### src/verilog/nvio_defs.svh
`ifndef NVIO_DEFS_SVH
`define NVIO_DEFS_SVH

// slots in one fetched bundle
// the slot tracker's cut logic is written for exactly three
`define NV_QSLOTS 3
// bits in one instruction slot
`define NV_SLOT_W 16
// bundles held between fetch and the slot tracker
`define NV_BUF_DEPTH 4
// instruction queue entries, a power of two so pointers wrap
`define NV_IQ_DEPTH 8

`endif
### src/verilog/nvio_pkg.sv
`include "nvio_defs.svh"

package nvio_pkg;

	// one bit per slot of a bundle
	// used for the valid mask and for each control-flow flag
	typedef logic [`NV_QSLOTS-1:0] slot_mask_t;

	// one queued instruction
	typedef logic [`NV_SLOT_W-1:0] slot_word_t;

	// number of slots moved in one cycle, 0 up to a full bundle
	typedef logic [$clog2(`NV_QSLOTS+1)-1:0] qcnt_t;

	// instruction queue occupancy or free space, 0 up to the depth
	typedef logic [$clog2(`NV_IQ_DEPTH+1)-1:0] iq_cnt_t;

endpackage

### src/verilog/front_end_top.sv
`timescale 1ns/10ps
`include "nvio_defs.svh"

module front_end_top (
	input  logic clk,
	input  logic rst,
	input  logic bundle_push,
	input  nvio_pkg::slot_mask_t bundle_mask,
	input  nvio_pkg::slot_mask_t bundle_jc,
	input  nvio_pkg::slot_mask_t bundle_ret,
	input  nvio_pkg::slot_mask_t bundle_tb,
	input  logic bundle_override,
	input  nvio_pkg::slot_word_t [`NV_QSLOTS-1:0] bundle_insn,
	output logic bundle_full,
	input  logic branchmiss,
	input  logic iq_pop,
	output logic iq_valid,
	output nvio_pkg::slot_word_t iq_insn
);
	import nvio_pkg::*;

	localparam int IQ_PTR_W = $clog2(`NV_IQ_DEPTH);

	logic flush;
	logic nextb;
	logic buf_empty;
	logic slot_done;
	// head of the bundle buffer
	slot_mask_t head_mask, head_jc, head_ret, head_tb;
	logic head_override;
	slot_word_t [`NV_QSLOTS-1:0] head_insn;
	// bundle being queued
	slot_mask_t cur_jc, cur_ret, cur_tb;
	logic cur_override;
	slot_word_t [`NV_QSLOTS-1:0] cur_insn;
	// enqueue path
	slot_mask_t slot_live;
	qcnt_t wr_cnt;
	logic [`NV_QSLOTS-1:0] wr_en;
	slot_word_t [`NV_QSLOTS-1:0] wr_data;
	logic [IQ_PTR_W-1:0] wr_ptr, rd_ptr;
	iq_cnt_t iq_free;

	// ======================================================================
	// current bundle register, loaded with the buffer head on nextb
	// ======================================================================
	always_ff @(posedge clk) begin
		if (nextb) begin
			cur_jc <= head_jc;
			cur_ret <= head_ret;
			cur_tb <= head_tb;
			cur_override <= head_override;
			cur_insn <= head_insn;
		end
	end

	bundle_buffer u_buf (
		.clk, .rst, .flush, .push(bundle_push),
		.in_mask(bundle_mask), .in_jc(bundle_jc), .in_ret(bundle_ret), .in_tb(bundle_tb),
		.in_override(bundle_override), .in_insn(bundle_insn), .pop(nextb),
		.out_mask(head_mask), .out_jc(head_jc), .out_ret(head_ret), .out_tb(head_tb),
		.out_override(head_override), .out_insn(head_insn),
		.full(bundle_full), .empty(buf_empty)
	);

	fetch_ctrl u_ctrl (
		.clk, .rst, .branchmiss, .buf_empty, .slot_done, .nextb, .flush
	);

	slot_valid u_slotv (
		.clk, .rst, .flush, .nextb, .ip_mask(head_mask),
		.slot_jc(cur_jc), .slot_ret(cur_ret), .take_branch(cur_tb),
		.ip_override(cur_override), .queued_cnt(wr_cnt), .slot_live, .slot_done
	);

	slot_enqueue u_enq (
		.slot_live, .slot_insn(cur_insn), .iq_free, .wr_en, .wr_data, .wr_cnt
	);

	// queue pops come straight from the consumer
	queue_credit u_credit (
		.clk, .rst, .flush, .wr_cnt, .rd(iq_pop), .wr_ptr, .rd_ptr, .iq_free,
		.iq_nonempty(iq_valid)
	);

	insn_queue u_iq (
		.clk, .wr_en, .wr_data, .wr_ptr, .rd_ptr, .iq_insn
	);

endmodule

### src/verilog/insn_queue.sv
`timescale 1ns/10ps
`include "nvio_defs.svh"

module insn_queue (
	input  logic clk,
	input  logic [`NV_QSLOTS-1:0] wr_en,
	input  nvio_pkg::slot_word_t [`NV_QSLOTS-1:0] wr_data,
	input  logic [$clog2(`NV_IQ_DEPTH)-1:0] wr_ptr,
	input  logic [$clog2(`NV_IQ_DEPTH)-1:0] rd_ptr,
	output nvio_pkg::slot_word_t iq_insn
);
	import nvio_pkg::*;

	localparam int PTR_W = $clog2(`NV_IQ_DEPTH);

	slot_word_t mem [`NV_IQ_DEPTH];

	// lane k writes k entries past the write pointer
	// lanes are packed from 0 so enabled lanes are contiguous
	always_ff @(posedge clk) begin
		logic [PTR_W-1:0] addr;
		for (int k = 0; k < `NV_QSLOTS; k++) begin
			addr = wr_ptr + PTR_W'(k);
			if (wr_en[k]) begin
				mem[addr] <= wr_data[k];
			end
		end
	end

	// head word, valid whenever the queue holds something
	assign iq_insn = mem[rd_ptr];

endmodule

### src/verilog/slot_enqueue.sv
`timescale 1ns/10ps
`include "nvio_defs.svh"

module slot_enqueue (
	input  nvio_pkg::slot_mask_t slot_live,
	input  nvio_pkg::slot_word_t [`NV_QSLOTS-1:0] slot_insn,
	input  nvio_pkg::iq_cnt_t iq_free,
	output logic [`NV_QSLOTS-1:0] wr_en,
	output nvio_pkg::slot_word_t [`NV_QSLOTS-1:0] wr_data,
	output nvio_pkg::qcnt_t wr_cnt
);
	import nvio_pkg::*;

	qcnt_t live_cnt;

	// count live slots
	always_comb begin
		live_cnt = '0;
		for (int i = 0; i < `NV_QSLOTS; i++) begin
			live_cnt = live_cnt + qcnt_t'(slot_live[i]);
		end
	end

	// never write more than the queue has room for
	assign wr_cnt = (iq_cnt_t'(live_cnt) > iq_free) ? qcnt_t'(iq_free) : live_cnt;

	// lowest live slots go to lanes 0 upward, slot order kept
	always_comb begin
		qcnt_t lane;
		lane = '0;
		wr_en = '0;
		wr_data = '0;
		for (int i = 0; i < `NV_QSLOTS; i++) begin
			if (slot_live[i] && (lane < wr_cnt)) begin
				wr_en[lane] = 1'b1;
				wr_data[lane] = slot_insn[i];
				lane = lane + 1'b1;
			end
		end
	end

endmodule

### src/verilog/slot_valid.sv
`timescale 1ns/10ps
`include "nvio_defs.svh"

module slot_valid (
	input  logic clk,
	input  logic rst,
	input  logic flush,
	input  logic nextb,
	input  nvio_pkg::slot_mask_t ip_mask,
	input  nvio_pkg::slot_mask_t slot_jc,
	input  nvio_pkg::slot_mask_t slot_ret,
	input  nvio_pkg::slot_mask_t take_branch,
	input  logic ip_override,
	input  nvio_pkg::qcnt_t queued_cnt,
	output nvio_pkg::slot_mask_t slot_live,
	output logic slot_done
);
	import nvio_pkg::*;

	// slots of the current bundle not yet queued
	slot_mask_t pend;
	// drop the whole next bundle on its load
	logic stomp;

	slot_mask_t redir;
	slot_mask_t retire;
	slot_mask_t remain;
	logic stomp_set;

	// ======================================================================
	// redirect detection
	// ======================================================================
	// a pending slot redirects when it is a jump, return or taken branch
	// and the predictor overrides fetch for this bundle
	assign redir = (slot_jc | slot_ret | take_branch) & {`NV_QSLOTS{ip_override}} & pend;

	// nothing past the first redirecting slot is live
	always_comb begin
		if (redir[0]) begin
			slot_live = pend & slot_mask_t'(3'b001);
		end else if (redir[1]) begin
			slot_live = pend & slot_mask_t'(3'b011);
		end else begin
			slot_live = pend;
		end
	end

	// ======================================================================
	// retirement
	// ======================================================================
	// enqueue takes the lowest live slots first, queued_cnt of them
	always_comb begin
		qcnt_t taken;
		taken = '0;
		retire = '0;
		for (int i = 0; i < `NV_QSLOTS; i++) begin
			if (slot_live[i] && (taken < queued_cnt)) begin
				retire[i] = 1'b1;
				taken = taken + 1'b1;
			end
		end
	end

	assign remain = slot_live & ~retire;
	assign slot_done = (remain == '0);

	// redirecting slot is the highest live one
	// so it has gone once nothing live remains
	assign stomp_set = (redir != '0) & slot_done;

	always_ff @(posedge clk) begin
		if (rst | flush) begin
			pend <= '0;
			stomp <= 1'b0;
		end else if (nextb) begin
			// stomp may be set by the retirement in this very cycle
			pend <= (stomp | stomp_set) ? '0 : ip_mask;
			stomp <= 1'b0;
		end else begin
			// slots cut after a redirect are dropped here too
			pend <= remain;
			stomp <= stomp | stomp_set;
		end
	end

endmodule

### src/verilog/queue_credit.sv
`timescale 1ns/10ps
`include "nvio_defs.svh"

module queue_credit (
	input  logic clk,
	input  logic rst,
	input  logic flush,
	input  nvio_pkg::qcnt_t wr_cnt,
	input  logic rd,
	output logic [$clog2(`NV_IQ_DEPTH)-1:0] wr_ptr,
	output logic [$clog2(`NV_IQ_DEPTH)-1:0] rd_ptr,
	output nvio_pkg::iq_cnt_t iq_free,
	output logic iq_nonempty
);
	import nvio_pkg::*;

	localparam int PTR_W = $clog2(`NV_IQ_DEPTH);

	iq_cnt_t count;
	logic rd_ok;

	// a pop on an empty queue is dropped
	assign rd_ok = rd & iq_nonempty;
	assign iq_nonempty = (count != '0);
	// free entries bound how many slots may be written this cycle
	assign iq_free = iq_cnt_t'(`NV_IQ_DEPTH) - count;

	always_ff @(posedge clk) begin
		if (rst | flush) begin
			wr_ptr <= '0;
			rd_ptr <= '0;
			count <= '0;
		end else begin
			// up to three writes land at wr_ptr onward
			wr_ptr <= wr_ptr + PTR_W'(wr_cnt);
			rd_ptr <= rd_ptr + PTR_W'(rd_ok);
			count <= count + iq_cnt_t'(wr_cnt) - iq_cnt_t'(rd_ok);
		end
	end

endmodule

### src/verilog/fetch_ctrl.sv
`timescale 1ns/10ps

module fetch_ctrl (
	input  logic clk,
	input  logic rst,
	input  logic branchmiss,
	input  logic buf_empty,
	input  logic slot_done,
	output logic nextb,
	output logic flush
);

	typedef enum logic [1:0] {
		IDLE  = 2'd0,
		RUN   = 2'd1,
		FLUSH = 2'd2
	} state_t;

	state_t state;
	state_t state_nxt;

	// clear on the edge after branchmiss and hold clear through FLUSH
	assign flush = branchmiss | (state == FLUSH);

	// next bundle goes in once the current one has nothing left to queue
	// never while the front end is being cleared
	assign nextb = ~flush & slot_done & ~buf_empty;

	always_comb begin
		state_nxt = state;
		if (branchmiss) begin
			state_nxt = FLUSH;
		end else begin
			case (state)
				IDLE: begin
					if (nextb) begin
						state_nxt = RUN;
					end
				end
				RUN: begin
					// last slots gone and nothing buffered behind them
					if (slot_done & buf_empty) begin
						state_nxt = IDLE;
					end
				end
				default: begin
					state_nxt = IDLE;
				end
			endcase
		end
	end

	always_ff @(posedge clk) begin
		if (rst) begin
			state <= IDLE;
		end else begin
			state <= state_nxt;
		end
	end

endmodule

### src/verilog/bundle_buffer.sv
`timescale 1ns/10ps
`include "nvio_defs.svh"

module bundle_buffer (
	input  logic clk,
	input  logic rst,
	input  logic flush,
	input  logic push,
	input  nvio_pkg::slot_mask_t in_mask,
	input  nvio_pkg::slot_mask_t in_jc,
	input  nvio_pkg::slot_mask_t in_ret,
	input  nvio_pkg::slot_mask_t in_tb,
	input  logic in_override,
	input  nvio_pkg::slot_word_t [`NV_QSLOTS-1:0] in_insn,
	input  logic pop,
	output nvio_pkg::slot_mask_t out_mask,
	output nvio_pkg::slot_mask_t out_jc,
	output nvio_pkg::slot_mask_t out_ret,
	output nvio_pkg::slot_mask_t out_tb,
	output logic out_override,
	output nvio_pkg::slot_word_t [`NV_QSLOTS-1:0] out_insn,
	output logic full,
	output logic empty
);
	import nvio_pkg::*;

	localparam int PTR_W = $clog2(`NV_BUF_DEPTH);
	localparam int CNT_W = PTR_W + 1;

	// ======================================================================
	// bundle storage, one entry per field
	// ======================================================================
	slot_mask_t mask_mem [`NV_BUF_DEPTH];
	slot_mask_t jc_mem [`NV_BUF_DEPTH];
	slot_mask_t ret_mem [`NV_BUF_DEPTH];
	slot_mask_t tb_mem [`NV_BUF_DEPTH];
	logic ovr_mem [`NV_BUF_DEPTH];
	slot_word_t [`NV_QSLOTS-1:0] insn_mem [`NV_BUF_DEPTH];

	logic [PTR_W-1:0] wp;
	logic [PTR_W-1:0] rp;
	logic [PTR_W-1:0] wr_idx;
	logic [CNT_W-1:0] count;
	logic do_push;
	logic do_pop;

	assign full = (count == CNT_W'(`NV_BUF_DEPTH));
	assign empty = (count == '0);

	// a push during flush lands in the emptied buffer at entry 0
	assign do_push = push & (flush | ~full);
	assign do_pop = pop & ~empty & ~flush;
	assign wr_idx = flush ? '0 : wp;

	always_ff @(posedge clk) begin
		if (do_push) begin
			mask_mem[wr_idx] <= in_mask;
			jc_mem[wr_idx] <= in_jc;
			ret_mem[wr_idx] <= in_ret;
			tb_mem[wr_idx] <= in_tb;
			ovr_mem[wr_idx] <= in_override;
			insn_mem[wr_idx] <= in_insn;
		end
	end

	// pointers wrap on their own, depth is a power of two
	always_ff @(posedge clk) begin
		if (rst) begin
			wp <= '0;
			rp <= '0;
			count <= '0;
		end else if (flush) begin
			wp <= PTR_W'(do_push);
			rp <= '0;
			count <= CNT_W'(do_push);
		end else begin
			wp <= wp + PTR_W'(do_push);
			rp <= rp + PTR_W'(do_pop);
			count <= count + CNT_W'(do_push) - CNT_W'(do_pop);
		end
	end

	// head bundle straight out of storage
	assign out_mask = mask_mem[rp];
	assign out_jc = jc_mem[rp];
	assign out_ret = ret_mem[rp];
	assign out_tb = tb_mem[rp];
	assign out_override = ovr_mem[rp];
	assign out_insn = insn_mem[rp];

endmodule

### config.mk
export PLATFORM = sky130hd
export DESIGN_NAME = front_end_top
export DESIGN_NICKNAME = d
export VERILOG_FILES = /design/src/verilog/nvio_pkg.sv /design/src/verilog/front_end_top.sv /design/src/verilog/insn_queue.sv /design/src/verilog/slot_enqueue.sv /design/src/verilog/slot_valid.sv /design/src/verilog/queue_credit.sv /design/src/verilog/fetch_ctrl.sv /design/src/verilog/bundle_buffer.sv
export VERILOG_INCLUDE_DIRS = /design/src /design/src/verilog
export SDC_FILE = /design/constraint.sdc
export NUM_CORES = 1
export LEC_CHECK = 0
export BUFFER_PORTS_ARGS = -buffer_cell sky130_fd_sc_hd__buf_2
export CORE_ASPECT_RATIO = 0.6
export CORE_UTILIZATION = 50
export DETAILED_ROUTE_END_ITERATION = 16
export GPL_TIMING_DRIVEN = 0
export MAX_ROUTING_LAYER = met4
export PLACE_DENSITY = 0.68
export SYNTH_ARGS = -nofsm -noshare
export SYNTH_HDL_FRONTEND = slang
export SYNTH_SLANG_ARGS = --single-unit
### constraint.sdc
create_clock -name clk -period 16.7 [get_ports clk]
set_input_delay 2.505 -clock clk [delete_from_list [all_inputs] [get_ports clk]]
set_output_delay 2.505 -clock clk [all_outputs]
set_load 0.02 [all_outputs]
# [After elaboration in Yosys (flattened, before gate mapping)]
# Memories as Yosys holds them, arrays and structs flattened. A register that Yosys moved wholly into a read port is not among the register bits.
# Index checks and enable logic that the tools add are counted.
[totals] register_bits=23 ram_bits=372 input_bits=66 output_inout_bits=18 elab_cells=128 mem_count=7
[classes] add_sub_neg=14 magnitude_cmp=8 eq_ne=7 muxes=42 bitwise=23 n_reduce_logical=15
[mem_list] name="u_buf.insn_mem" depth=4 width=48 read_ports=1 rd_clocked_by_memory_dff=1 wr=1 line_no="bundle_buffer.sv:38" source="slot_word_t [`NV_QSLOTS-1:0] insn_mem [`NV_BUF_DEPTH];"
[mem_list] name="u_iq.mem" depth=8 width=16 read_ports=1 rd_clocked_by_memory_dff=1 wr=3 line_no="insn_queue.sv:16" source="slot_word_t mem [`NV_IQ_DEPTH];"
[mem_list] name="u_buf.jc_mem" depth=4 width=3 read_ports=1 rd_clocked_by_memory_dff=1 wr=1 line_no="bundle_buffer.sv:34" source="slot_mask_t jc_mem [`NV_BUF_DEPTH];"
[mem_list] name="u_buf.mask_mem" depth=4 width=3 read_ports=1 rd_clocked_by_memory_dff=1 wr=1 line_no="bundle_buffer.sv:33" source="slot_mask_t mask_mem [`NV_BUF_DEPTH];"
[mem_list] name="u_buf.ret_mem" depth=4 width=3 read_ports=1 rd_clocked_by_memory_dff=1 wr=1 line_no="bundle_buffer.sv:35" source="slot_mask_t ret_mem [`NV_BUF_DEPTH];"
[mem_list] name="u_buf.tb_mem" depth=4 width=3 read_ports=1 rd_clocked_by_memory_dff=1 wr=1 line_no="bundle_buffer.sv:36" source="slot_mask_t tb_mem [`NV_BUF_DEPTH];"
[mem_list] name="1 more memories"
[ops] operator="bitwise mux 48 bit" count=2
[ops] operator="two-way mux 48 bit" count=2
[ops] operator="demux 16 bit (select 2 bit)" count=2
[ops] operator="two-way mux 16 bit" count=3
[ops] operator="two-way mux 3 bit" count=7
[ops] operator="two-way mux 1 bit" count=16
[ops] operator="two-way mux 2 bit" count=7
[ops] operator="bitwise AND 3 bit" count=3
[ops] operator="OR 3 bit" count=3
[ops] operator="bitwise AND 1 bit" count=8
[ops] operator="adder 2 x 1 -> 2 bit" count=3
[ops] operator="adder 3 x 1 -> 3 bit" count=2
[ops] operator="logical NOT 3 bit" count=2
[ops] operator="OR reduction 2 bit" count=3
[ops] operator="logical AND 1 bit" count=5
[ops] operator="adder 4 x 2 -> 4 bit" count=1
[ops] operator="demux 1 bit (select 2 bit)" count=2
[ops] operator="greater-than comparator 2 x 4 -> 1 bit" count=1
[ops] operator="less-than comparator 2 bit" count=2
[ops] operator="OR 1 bit" count=4
[ops] operator="one-hot mux 2 bit (2 select lines)" count=1
[ops] operator="AND reduction 2 bit" count=2
[ops] operator="nonzero test 4 bit" count=1
[ops] operator="subtractor 4 x 1 -> 4 bit" count=1
[ops] operator="other kinds (24)" count=26

# [Logic depth before layout (Yosys ltp)]
# Gate-level depths: netlist of the first run.
[logic_depth] depth_word=28 mapped_depth=27

# [Hierarchy]
# A second synthesis of the first run with hierarchy kept.
[hier_totals] hier_cells=1536 area_unflattened_um2=21363.0
[modules_own_cells] mod="bundle_buffer" instances=1 cells_each=364 area_each_um2=9181.3
[modules_own_cells] mod="insn_queue" instances=1 cells_each=863 area_each_um2=8323.0
[modules_own_cells] mod="front_end_top" instances=1 cells_each=58 area_each_um2=1741.7
[modules_own_cells] mod="slot_enqueue" instances=1 cells_each=143 area_each_um2=1134.8
[modules_own_cells] mod="queue_credit" instances=1 cells_each=56 area_each_um2=556.8
[modules_own_cells] mod="slot_valid" instances=1 cells_each=42 area_each_um2=331.6
[modules_own_cells] mod="fetch_ctrl" instances=1 cells_each=10 area_each_um2=93.8

# [Worst setup path after synthesis of the first run]
# Ideal clock, no wire load.
[synth_path] path_kind="register to register" from="register cur_ret[1], read port of u_buf.ret_mem" to="register cur_insn[0] (netlist name), read port of u_buf.insn_mem (enable)" setup_ns=0.546 arrival_time_ns=8.560 slack_ns=7.594 stages_incl_launch_ff=18 period_less_slack_ns=9.106 cell_sequence="edfxtp_1 > o311ai_0 > and3_1 > inv_1 > fa_1 > ha_1 > a221oi_4 > o2111ai_1 > o211a_1 > buf_2 > buf_2 > ha_1 > ha_1 > a21oi_1 > nor2_1 > a31o_2 > a221o_1 > nor3_1"
[synth_between] elab_chain_cells=23
[synth_lines] item="start: declaration" line_no="front_end_top.sv:33" source="slot_mask_t cur_jc, cur_ret, cur_tb;"
[synth_lines] item="OR 3 bit (*) (2 in a row)" line_no="slot_valid.sv:35" source="assign redir = (slot_jc | slot_ret | take_branch) & {`NV_QSLOTS{ip_override}} & pend;"
[synth_lines] item="bitwise AND 3 bit (*) (2 in a row)" line_no="slot_valid.sv:35"
[synth_lines] item="two-way mux 3 bit (*)" line_no="slot_valid.sv:41" source="end else if (redir[1]) begin"
[synth_lines] item="two-way mux 3 bit (*)" line_no="slot_valid.sv:39" source="if (redir[0]) begin"
[synth_lines] item="adder 2 x 1 -> 2 bit" line_no="slot_enqueue.sv:20" source="live_cnt = live_cnt + qcnt_t'(slot_live[i]);"
[synth_lines] item="greater-than comparator 2 x 4 -> 1 bit" line_no="slot_enqueue.sv:25" source="assign wr_cnt = (iq_cnt_t'(live_cnt) > iq_free) ? qcnt_t'(iq_free) : live_cnt;"
[synth_lines] item="two-way mux 2 bit" line_no="slot_enqueue.sv:25"
[synth_lines] item="less-than comparator 1 x 2 -> 1 bit" line_no="slot_valid.sv:57" source="if (slot_live[i] && (taken < queued_cnt)) begin"
[synth_lines] item="(+4 left out)"
[synth_lines] item="two-way mux 2 bit" line_no="slot_valid.sv:57"
[synth_lines] item="less-than comparator 2 bit" line_no="slot_valid.sv:57"
[synth_lines] item="logical AND 1 bit" line_no="slot_valid.sv:57"
[synth_lines] item="two-way mux 1 bit" line_no="slot_valid.sv:57"
[synth_lines] item="inverter 3 bit" line_no="slot_valid.sv:64" source="assign remain = slot_live & ~retire;"
[synth_lines] item="bitwise AND 3 bit (*)" line_no="slot_valid.sv:64"
[synth_lines] item="logical NOT 3 bit (*)" line_no="slot_valid.sv:65" source="assign slot_done = (remain == '0);"
[synth_lines] item="bitwise AND 1 bit (*) (2 in a row)" line_no="fetch_ctrl.sv:27" source="assign nextb = ~flush & slot_done & ~buf_empty;"
[synth_lines] item="end: declaration" line_no="front_end_top.sv:35" source="slot_word_t [`NV_QSLOTS-1:0] cur_insn;"
# Mark *: on every way between the ends. The rest lies on a longest branch, timed or not.
# A chain may end at the register's enable or synchronous reset.

# [Worst setup path in the final report of the first run]
[layout_path] from="register cur_ret[0], read port of u_buf.ret_mem" to="register u_buf.count[2]"
[layout_between] elab_chain_cells=26
[layout_lines] item="OR 3 bit (*) (2 in a row)" line_no="slot_valid.sv:35"
[layout_lines] item="bitwise AND 3 bit (*) (2 in a row)" line_no="slot_valid.sv:35"
[layout_lines] item="two-way mux 3 bit (*)" line_no="slot_valid.sv:39"
[layout_lines] item="adder 1 x 1 -> 2 bit" line_no="slot_enqueue.sv:20"
[layout_lines] item="adder 2 x 1 -> 2 bit" line_no="slot_enqueue.sv:20"
[layout_lines] item="greater-than comparator 2 x 4 -> 1 bit" line_no="slot_enqueue.sv:25"
[layout_lines] item="two-way mux 2 bit" line_no="slot_enqueue.sv:25"
[layout_lines] item="less-than comparator 1 x 2 -> 1 bit" line_no="slot_valid.sv:57"
[layout_lines] item="(+6 left out)"
[layout_lines] item="logical AND 1 bit" line_no="slot_valid.sv:57"
[layout_lines] item="two-way mux 1 bit" line_no="slot_valid.sv:57"
[layout_lines] item="inverter 3 bit" line_no="slot_valid.sv:64"
[layout_lines] item="bitwise AND 3 bit (*)" line_no="slot_valid.sv:64"
[layout_lines] item="logical NOT 3 bit (*)" line_no="slot_valid.sv:65"
[layout_lines] item="bitwise AND 1 bit (*) (2 in a row)" line_no="fetch_ctrl.sv:27"
[layout_lines] item="bitwise AND 1 bit (*) (2 in a row)" line_no="bundle_buffer.sv:52" source="assign do_pop = pop & ~empty & ~flush;"
[layout_lines] item="subtractor 3 x 1 -> 3 bit (*)" line_no="bundle_buffer.sv:79" source="count <= count + CNT_W'(do_push) - CNT_W'(do_pop);"
[layout_lines] item="end signal: assignment" line_no="bundle_buffer.sv:75" source="count <= CNT_W'(do_push);"
[layout_lines] item="end signal: assignment" line_no="bundle_buffer.sv:79"
[layout_lines] item="end: declaration" line_no="bundle_buffer.sv:43" source="logic [CNT_W-1:0] count;"
# Marked as above.

==> flow_metrics.env, run 1 <==
export IMPL_pin_count=84
export IMPL_power_density_nw_per_um2=105.2
export IMPL_grt_pass1_vias=11500
export IMPL_reg2reg_depth=25
export IMPL_postSynthCellCount=1220
export IMPL_netlist_top_cells_area="edfxtp_1 (64%), mux4_2 (10%), o221ai_1 (5.3%), nand2_1 (2.7%), dfxtp_1 (2.3%)"
export IMPL_insertion_delay_ns=0.58
export IMPL_syn_num_nets=1311
export IMPL_p_leak_nw=7.491
export IMPL_initialDrtViolationCount=1481
export IMPL_die_h_um=157.7
export IMPL_slew_viol_final=0
export IMPL_min_period_over_period=0.4388
export IMPL_dieArea_um2=41250
export IMPL_viasPerCell=6.278
export IMPL_maxCapViolCount=0
export IMPL_routed_wl_mm=47.66
export IMPL_core_area_um2=39450
export IMPL_mostFrequentLayoutCells="edfxtp_1 (430), nand2_1 (146), o221ai_1 (118), buf_2 (101), mux4_2 (93)"
export IMPL_rsz0062_at_grt="false"
export IMPL_wire_per_inst_um=24.81
export IMPL_h_tree_depth=2
export IMPL_synth_seq_area_share=0.6617
export IMPL_synth_top_area_share=0.6389
export IMPL_globalplace_congestion=0.9046
export IMPL_cts_root_buf="clkbuf_16"
export IMPL_row_count=56
export IMPL_die_w_um=261.5
export IMPL_layout_commonest_cell="edfxtp_1"
export IMPL_synth_area_um2=20210
export IMPL_async_flop_share=0
export IMPL_vias=12060
export IMPL_synth_top_cell_by_area="edfxtp_1"
export IMPL_postRouteAntennaNets=0
export IMPL_synth_main_ff_cell="edfxtp_1"
export IMPL_dp_hpwl_mm=34.36
export IMPL_setup_viol=0
export IMPL_syn_avg_cell_area_um2=16.57
export IMPL_critical_path_class="register to register"
export IMPL_drive_gt1_frac=0.2704
export IMPL_hp_start="u_slotv.stomp"
export IMPL_hold_buffers=0
export IMPL_clk_pin_slew_ns=0.07
export IMPL_ys_warn_count=0
export IMPL_fmax_ghz=0.1365
export IMPL_grt_max_degree=34
export IMPL_rr_startpoint="cur_ret[0]"
export IMPL_final_util=0.5806
export IMPL_grt_overflow_total=0
export IMPL_post_cts_resized=0
export IMPL_synth_seq_cells=453
export IMPL_start_util=0.5123
export IMPL_antenna_found_initial=5
export IMPL_cts_setup_buffers=0
export IMPL_cts_buffers=41
export IMPL_slew_headroom=0.2717
export IMPL_track_usage=0.2431
export IMPL_setup_tns_ns=0
export IMPL_skew_ns=0.02971
export IMPL_r2r_end="u_buf.count[2]"
export IMPL_yosys_cell_types_count=61
export IMPL_synth_edf_count=430
export IMPL_r2r_slack_ns=9.37
export IMPL_whs_path_depth=2
export IMPL_portBuffers=83
export IMPL_outcome="finished, final reports clean"
export IMPL_drt_pass1_iter_count=7
export IMPL_holdCritPathClass="register to register"
export IMPL_critPathMaxFanout=10
export IMPL_hold_violations=0
export IMPL_tritoncts="done"
export IMPL_cts_sinks=453
export IMPL_finalNetCount=1454
export IMPL_drc=0
export IMPL_clk_path_buf_depth=3
export IMPL_critPathLaunchType="register"
export IMPL_hold_end="u_slotv.stomp"
export IMPL_cp_end_kind="register"
export IMPL_fin_crit_ns=7.328
export IMPL_area_growth_pct=13.33
export IMPL_arrival_ns=7.77
export IMPL_tightest_slew_ns=1.087
export IMPL_peakVddDrop_uv=81.97
export IMPL_worst_ep_required_time_ns=17.14
export IMPL_grt_pass1_wl_mm=71.90
-- report_power, final --
| part | internal [mW] | switching (mW) | leakage, nW |
|---|---|---|---|
| Sequential | 1.27 | 0.0129 | 4.26 |
| Combinational | 0.0789 | 0.130 | 2.60 |
| Clock | 0.497 | 0.420 | 0.627 |
| Total | 1.85 | 0.563 | 7.49 |
-- cells by family after synthesis --
family | after synthesis | synth area share
buf+inv | 116 | 0.02712
simple gates | 270 | 0.06439
xor+xnor | 13 | 0.006006
mux | 111 | 0.1135
flops | 453 | 0.6617
fa+ha+maj | 25 | 0.01696
compound gates | 232 | 0.1103
-- worst max-delay path by stage --
| stage | start | slack (ns) | cells past startpoint | endpoint |
|---|---|---|---|---|
| after global routing | cur_ret[0] | 8.78 | 25 | u_buf.count[2] |
| after global placement | cur_ret[0] | 4.74 | 17 | cur_insn[22] |
| final | cur_ret[0] | 9.37 | 25 | u_buf.count[2] |
| after CTS | cur_ret[0] | 9.38 | 25 | u_buf.count[2] |
| after floorplan | cur_ret[1] | 7.59 | 17 | cur_insn[0] |
| after detailed placement | cur_ret[0] | 9.38 | 25 | u_buf.count[2] |
-- registers in the layout, summed over array words and instances, names as in the netlist, 2 cells and up --
name / cells
cur_insn: 48
cur_jc: 3
cur_ret: 3
cur_tb: 3
u_buf.count: 3
u_buf.insn_mem: 192
u_buf.jc_mem: 12
u_buf.mask_mem: 12
u_buf.ovr_mem: 4
u_buf.ret_mem: 12
u_buf.rp: 2
u_buf.tb_mem: 12
u_buf.wp: 2
u_credit.count: 4
u_credit.rd_ptr: 3
u_credit.wr_ptr: 3
u_ctrl.state: 2
u_iq.mem: 128
u_slotv.pend: 3
-- cell usage after synthesis (3+ instances only) --
cell,number
xnor2_1,9
nor2b_1,6
mux4_2,93
nor3_1,4
nor3_2,9
a31oi_1,10
a311o_4,3
and2_1,29
mux2_2,16
o21ai_4,4
nor2_1,27
o221ai_1,122
nand2b_1,5
dfxtp_1,23
nor3b_1,17
clkbuf_1,30
buf_1,26
buf_4,6
fa_1,4
o221ai_2,10
buf_2,18
o2111ai_1,3
a31oi_2,12
edfxtp_1,430
a211oi_1,5
a41oi_1,5
and3_1,4
or3_1,5
buf_6,9
xor2_1,3
a21o_1,6
ha_1,21
a21oi_1,12
inv_1,26
nand2_1,146
o21ai_0,10
a41oi_2,12
nand3_1,10
-- metal layers --
layer | up-vias | GRT usage | routed length (µm)
li1 | 5308 | - | -
met1 | 6086 | 0.3660 | 22040
met2 | 608 | 0.3282 | 19620
met3 | 58 | 0.07189 | 5440
met4 | 0 | 0.04181 | 565
met5 | - | - | 0
-- through the flow --
step / power [mW] / instances / area [µm²] / hold slack [ns] / setup slack [ns]
after CTS: 2.419 / 1916 / 22890 / 0.4705 / 9.378
after global placement: 1.508 / 1825 / 21280 / 0.4500 / 4.743
after global routing: 2.483 / 1921 / 22900 / 0.4797 / 8.779
final: 2.409 / 1921 / 22900 / 0.4688 / 9.372
after detailed placement: 1.515 / 1842 / 21600 / 0.4593 / 9.382
after floorplan: 1.448 / 1220 / 20210 / 0.4387 / 7.594
-- layout make-up --
type | count | area (µm²)
clock inverter | 26 | 212.7
antenna | 5 | 12.51
clock buffer | 48 | 1074
inverter | 27 | 101.3
fill | 2989 | 16540
sequential | 453 | 13370
multi-input combinational | 651 | 6349
timing repair buffer | 100 | 681.9
tap | 522 | 653.1
buffer | 89 | 446.7
-- worst max-delay path, stage by stage, from the launching register on --
cell and delay [ns]:
edfxtp_1 0.38, o311ai_1 0.59, and3_1 0.44, inv_1 0.13, fa_1 0.65, ha_1 0.33, a221o_1 0.45, nor2_1 0.26
o211a_1 0.21, buf_2 0.16, buf_2 0.32, ha_1 0.24, ha_1 0.28, a21oi_1 0.38, nor2_1 0.07, a31o_2 0.24
a221o_1 0.38, nor3_1 0.40, ha_1 0.31, inv_1 0.05, ha_1 0.13, inv_1 0.05, fa_1 0.40, xor2_1 0.16
xnor2_1 0.13, nor2_1 0.05
Power figures use the tool's default switching activity.
==> run 2, diff against run 1 <==
==> constraint.sdc (replaced) <==
create_clock -name clk -period 7.7 [get_ports clk]
set_input_delay 1.155 -clock clk [delete_from_list [all_inputs] [get_ports clk]]
set_output_delay 1.155 -clock clk [all_outputs]
set_load 0.02 [all_outputs]
==> run 2 against run 1 <==
  * Count of clock-buffer cells in the layout up 6
  * First-iteration DRC count decreased by 7.0%
  * Highest routed layer unchanged
  * Worst setup slack lost 9.0 ns
  * Critical endpoint unchanged
==> flow_metrics.env, run 2 (synthesized netlist as in run 1, its figures left out) <==
export IMPL_wire_per_inst_um=25.06
export IMPL_routed_wl_mm=48.03
export IMPL_maxCapViolCount=0
export IMPL_mostFrequentLayoutCells="edfxtp_1 (430), nand2_1 (146), o221ai_1 (119), buf_2 (101), mux4_2 (93)"
export IMPL_final_util=0.5851
export IMPL_met3_usage=0.06292
export IMPL_cts_sinks=453
export IMPL_slew_viol_final=0
export IMPL_worst_ep_required_time_ns=8.12
export IMPL_finalNetCount=1454
export IMPL_largest_register_ffs=192
export IMPL_initialDrtViolationCount=1377
export IMPL_drt_pass1_iter_count=6
export IMPL_dp_hpwl_mm=34.63
export IMPL_peakVddDrop_uv=198.9
export IMPL_row_count=56
export IMPL_grt_pass1_vias=11580
export IMPL_drc=0
export IMPL_setup_viol=0
export IMPL_drive_gt1_frac=0.2672
export IMPL_h_tree_depth=2
export IMPL_cts_buffers=42
export IMPL_vias=11990
export IMPL_postRouteAntennaNets=0
export IMPL_cts_setup_buffers=0
export IMPL_regArea_um2=13370
export IMPL_top_usage_layer="met1"
export IMPL_slew_headroom=0.2814
export IMPL_die_w_um=261.5
export IMPL_clk_pin_slew_ns=0.07
export IMPL_clk_path_buf_depth=3
export IMPL_portBuffers=83
export IMPL_globalplace_congestion=0.9395
export IMPL_hold_violations=0
export IMPL_arrival_ns=7.75
export IMPL_pin_count=84
export IMPL_whs_path_depth=2
export IMPL_use_met1=0.3821
export IMPL_p_leak_nw=7.560
export IMPL_cts_root_buf="clkbuf_16"
export IMPL_power_density_nw_per_um2=235.1
export IMPL_skew_ns=0.02711
export IMPL_fmax_ghz=0.1364
export IMPL_insertion_delay_ns=0.57
export IMPL_tightest_slew_ns=1.064
export IMPL_top_regs="u_buf.insn_mem (192), u_iq.mem (128), cur_insn (48)"
export IMPL_tritoncts="done"
export IMPL_layout_commonest_cell="edfxtp_1"
export IMPL_start_util=0.5123
export IMPL_multi_input_area_um2=6361
export IMPL_core_area_um2=39450
export IMPL_holdCritPathClass="register to register"
export IMPL_track_usage=0.2476
export IMPL_dieArea_um2=41250
export IMPL_outcome="finished, final reports clean"
export IMPL_antenna_found_initial=3
export IMPL_area_growth_pct=14.21
export IMPL_reg2reg_depth=25
export IMPL_power_total_mw=5.426
export IMPL_critPathMaxFanout=10
export IMPL_largest_register="u_buf.insn_mem"
export IMPL_grt_overflow_total=0
export IMPL_die_h_um=157.7
export IMPL_critPathLaunchType="register"
export IMPL_grt_max_degree=41
export IMPL_viasPerCell=6.254
export IMPL_fin_crit_ns=7.333
export IMPL_min_period_over_period=0.9523
export IMPL_grt_pass1_wl_mm=73.06
export IMPL_critical_path_class="register to register"
export IMPL_cp_end_kind="register"
export IMPL_met2_usage=0.3292
export IMPL_setup_tns_ns=0
export IMPL_num_fill_cells=2930
-- run 2: changes by cell type in the layout (fill, tap and decap cells not counted), sizes merged, moves of 2 or more --
cell      before  now
clkinv        18   10
clkbuf        78   84
bufinv         2    7
clkinvlp       4    1
diode          5    3
-- run 2: routing by layer --
| layer | vias to the layer above | wire, µm |
|---|---|---|
| met5 | - | 0 |
| met3 | 61 | 5263 |
| met4 | 0 | 796 |
| li1 | 5318 | - |
| met2 | 588 | 19730 |
| met1 | 6022 | 22250 |
-- run 2: critical path, cell delays in order (launching register included) --
cell	delay, ns
edfxtp_1	0.39
o311ai_2	0.47
and3_1	0.41
inv_1	0.13
fa_1	0.64
ha_1	0.32
a221o_1	0.44
nor2_1	0.30
o211a_1	0.22
buf_2	0.16
buf_2	0.32
ha_1	0.29
ha_1	0.31
a21oi_1	0.41
nor2_1	0.08
a31o_2	0.25
a221o_1	0.39
nor3_2	0.34
ha_1	0.29
inv_1	0.05
ha_1	0.13
inv_1	0.05
fa_1	0.41
xor2_1	0.18
xnor2_1	0.13
nor2_1	0.05
-- run 2: cell type report --
| type | instances | area share |
|---|---|---|
| inverter | 27 | 0.004391 |
| tap | 522 | 0.02830 |
| timing repair buffer | 99 | 0.03079 |
| multi-input combinational | 651 | 0.2756 |
| clock inverter | 19 | 0.01344 |
| clock buffer | 54 | 0.04841 |
| antenna | 3 | 0.0003253 |
| buffer | 89 | 0.01935 |
| sequential | 453 | 0.5794 |
-- run 2: through the flow --
step                setup slack (ns)  instances  hold slack [ns]  cell area, µm²
floorplan                     0.3657       1220           0.4387           20210
global placement              -1.871       1825           0.4509           21280
detailed placement            0.2114       1841           0.4618           21630
CTS                           0.1533       1914           0.4714           23060
global route                -0.02954       1917           0.5270           23080
finish                        0.3671       1917           0.4772           23080
-- run 2: path summary, 6_finish.rpt --
path,endpoint,slack [ns],startpoint
max,u_buf.count[2],0.37,cur_ret[0]
min,u_slotv.stomp,0.48,u_slotv.stomp
max reg2reg,u_buf.count[2],0.37,cur_ret[0]
min reg2reg,u_slotv.stomp,0.48,u_slotv.stomp
-- run 2: what timing repair did --
action                                  CTS  global route
hold endpoints to repair                  0             0
endpoints found under the setup margin    0            12
hold buffers                              0             0
resized for setup                         0             3
-- run 2: power by group --
part	total (mW)	switching, mW	internal (mW)
clock	2.18	0.913	1.27
combinational	0.460	0.286	0.174
sequential	2.78	0.0280	2.76
total	5.43	1.23	4.20
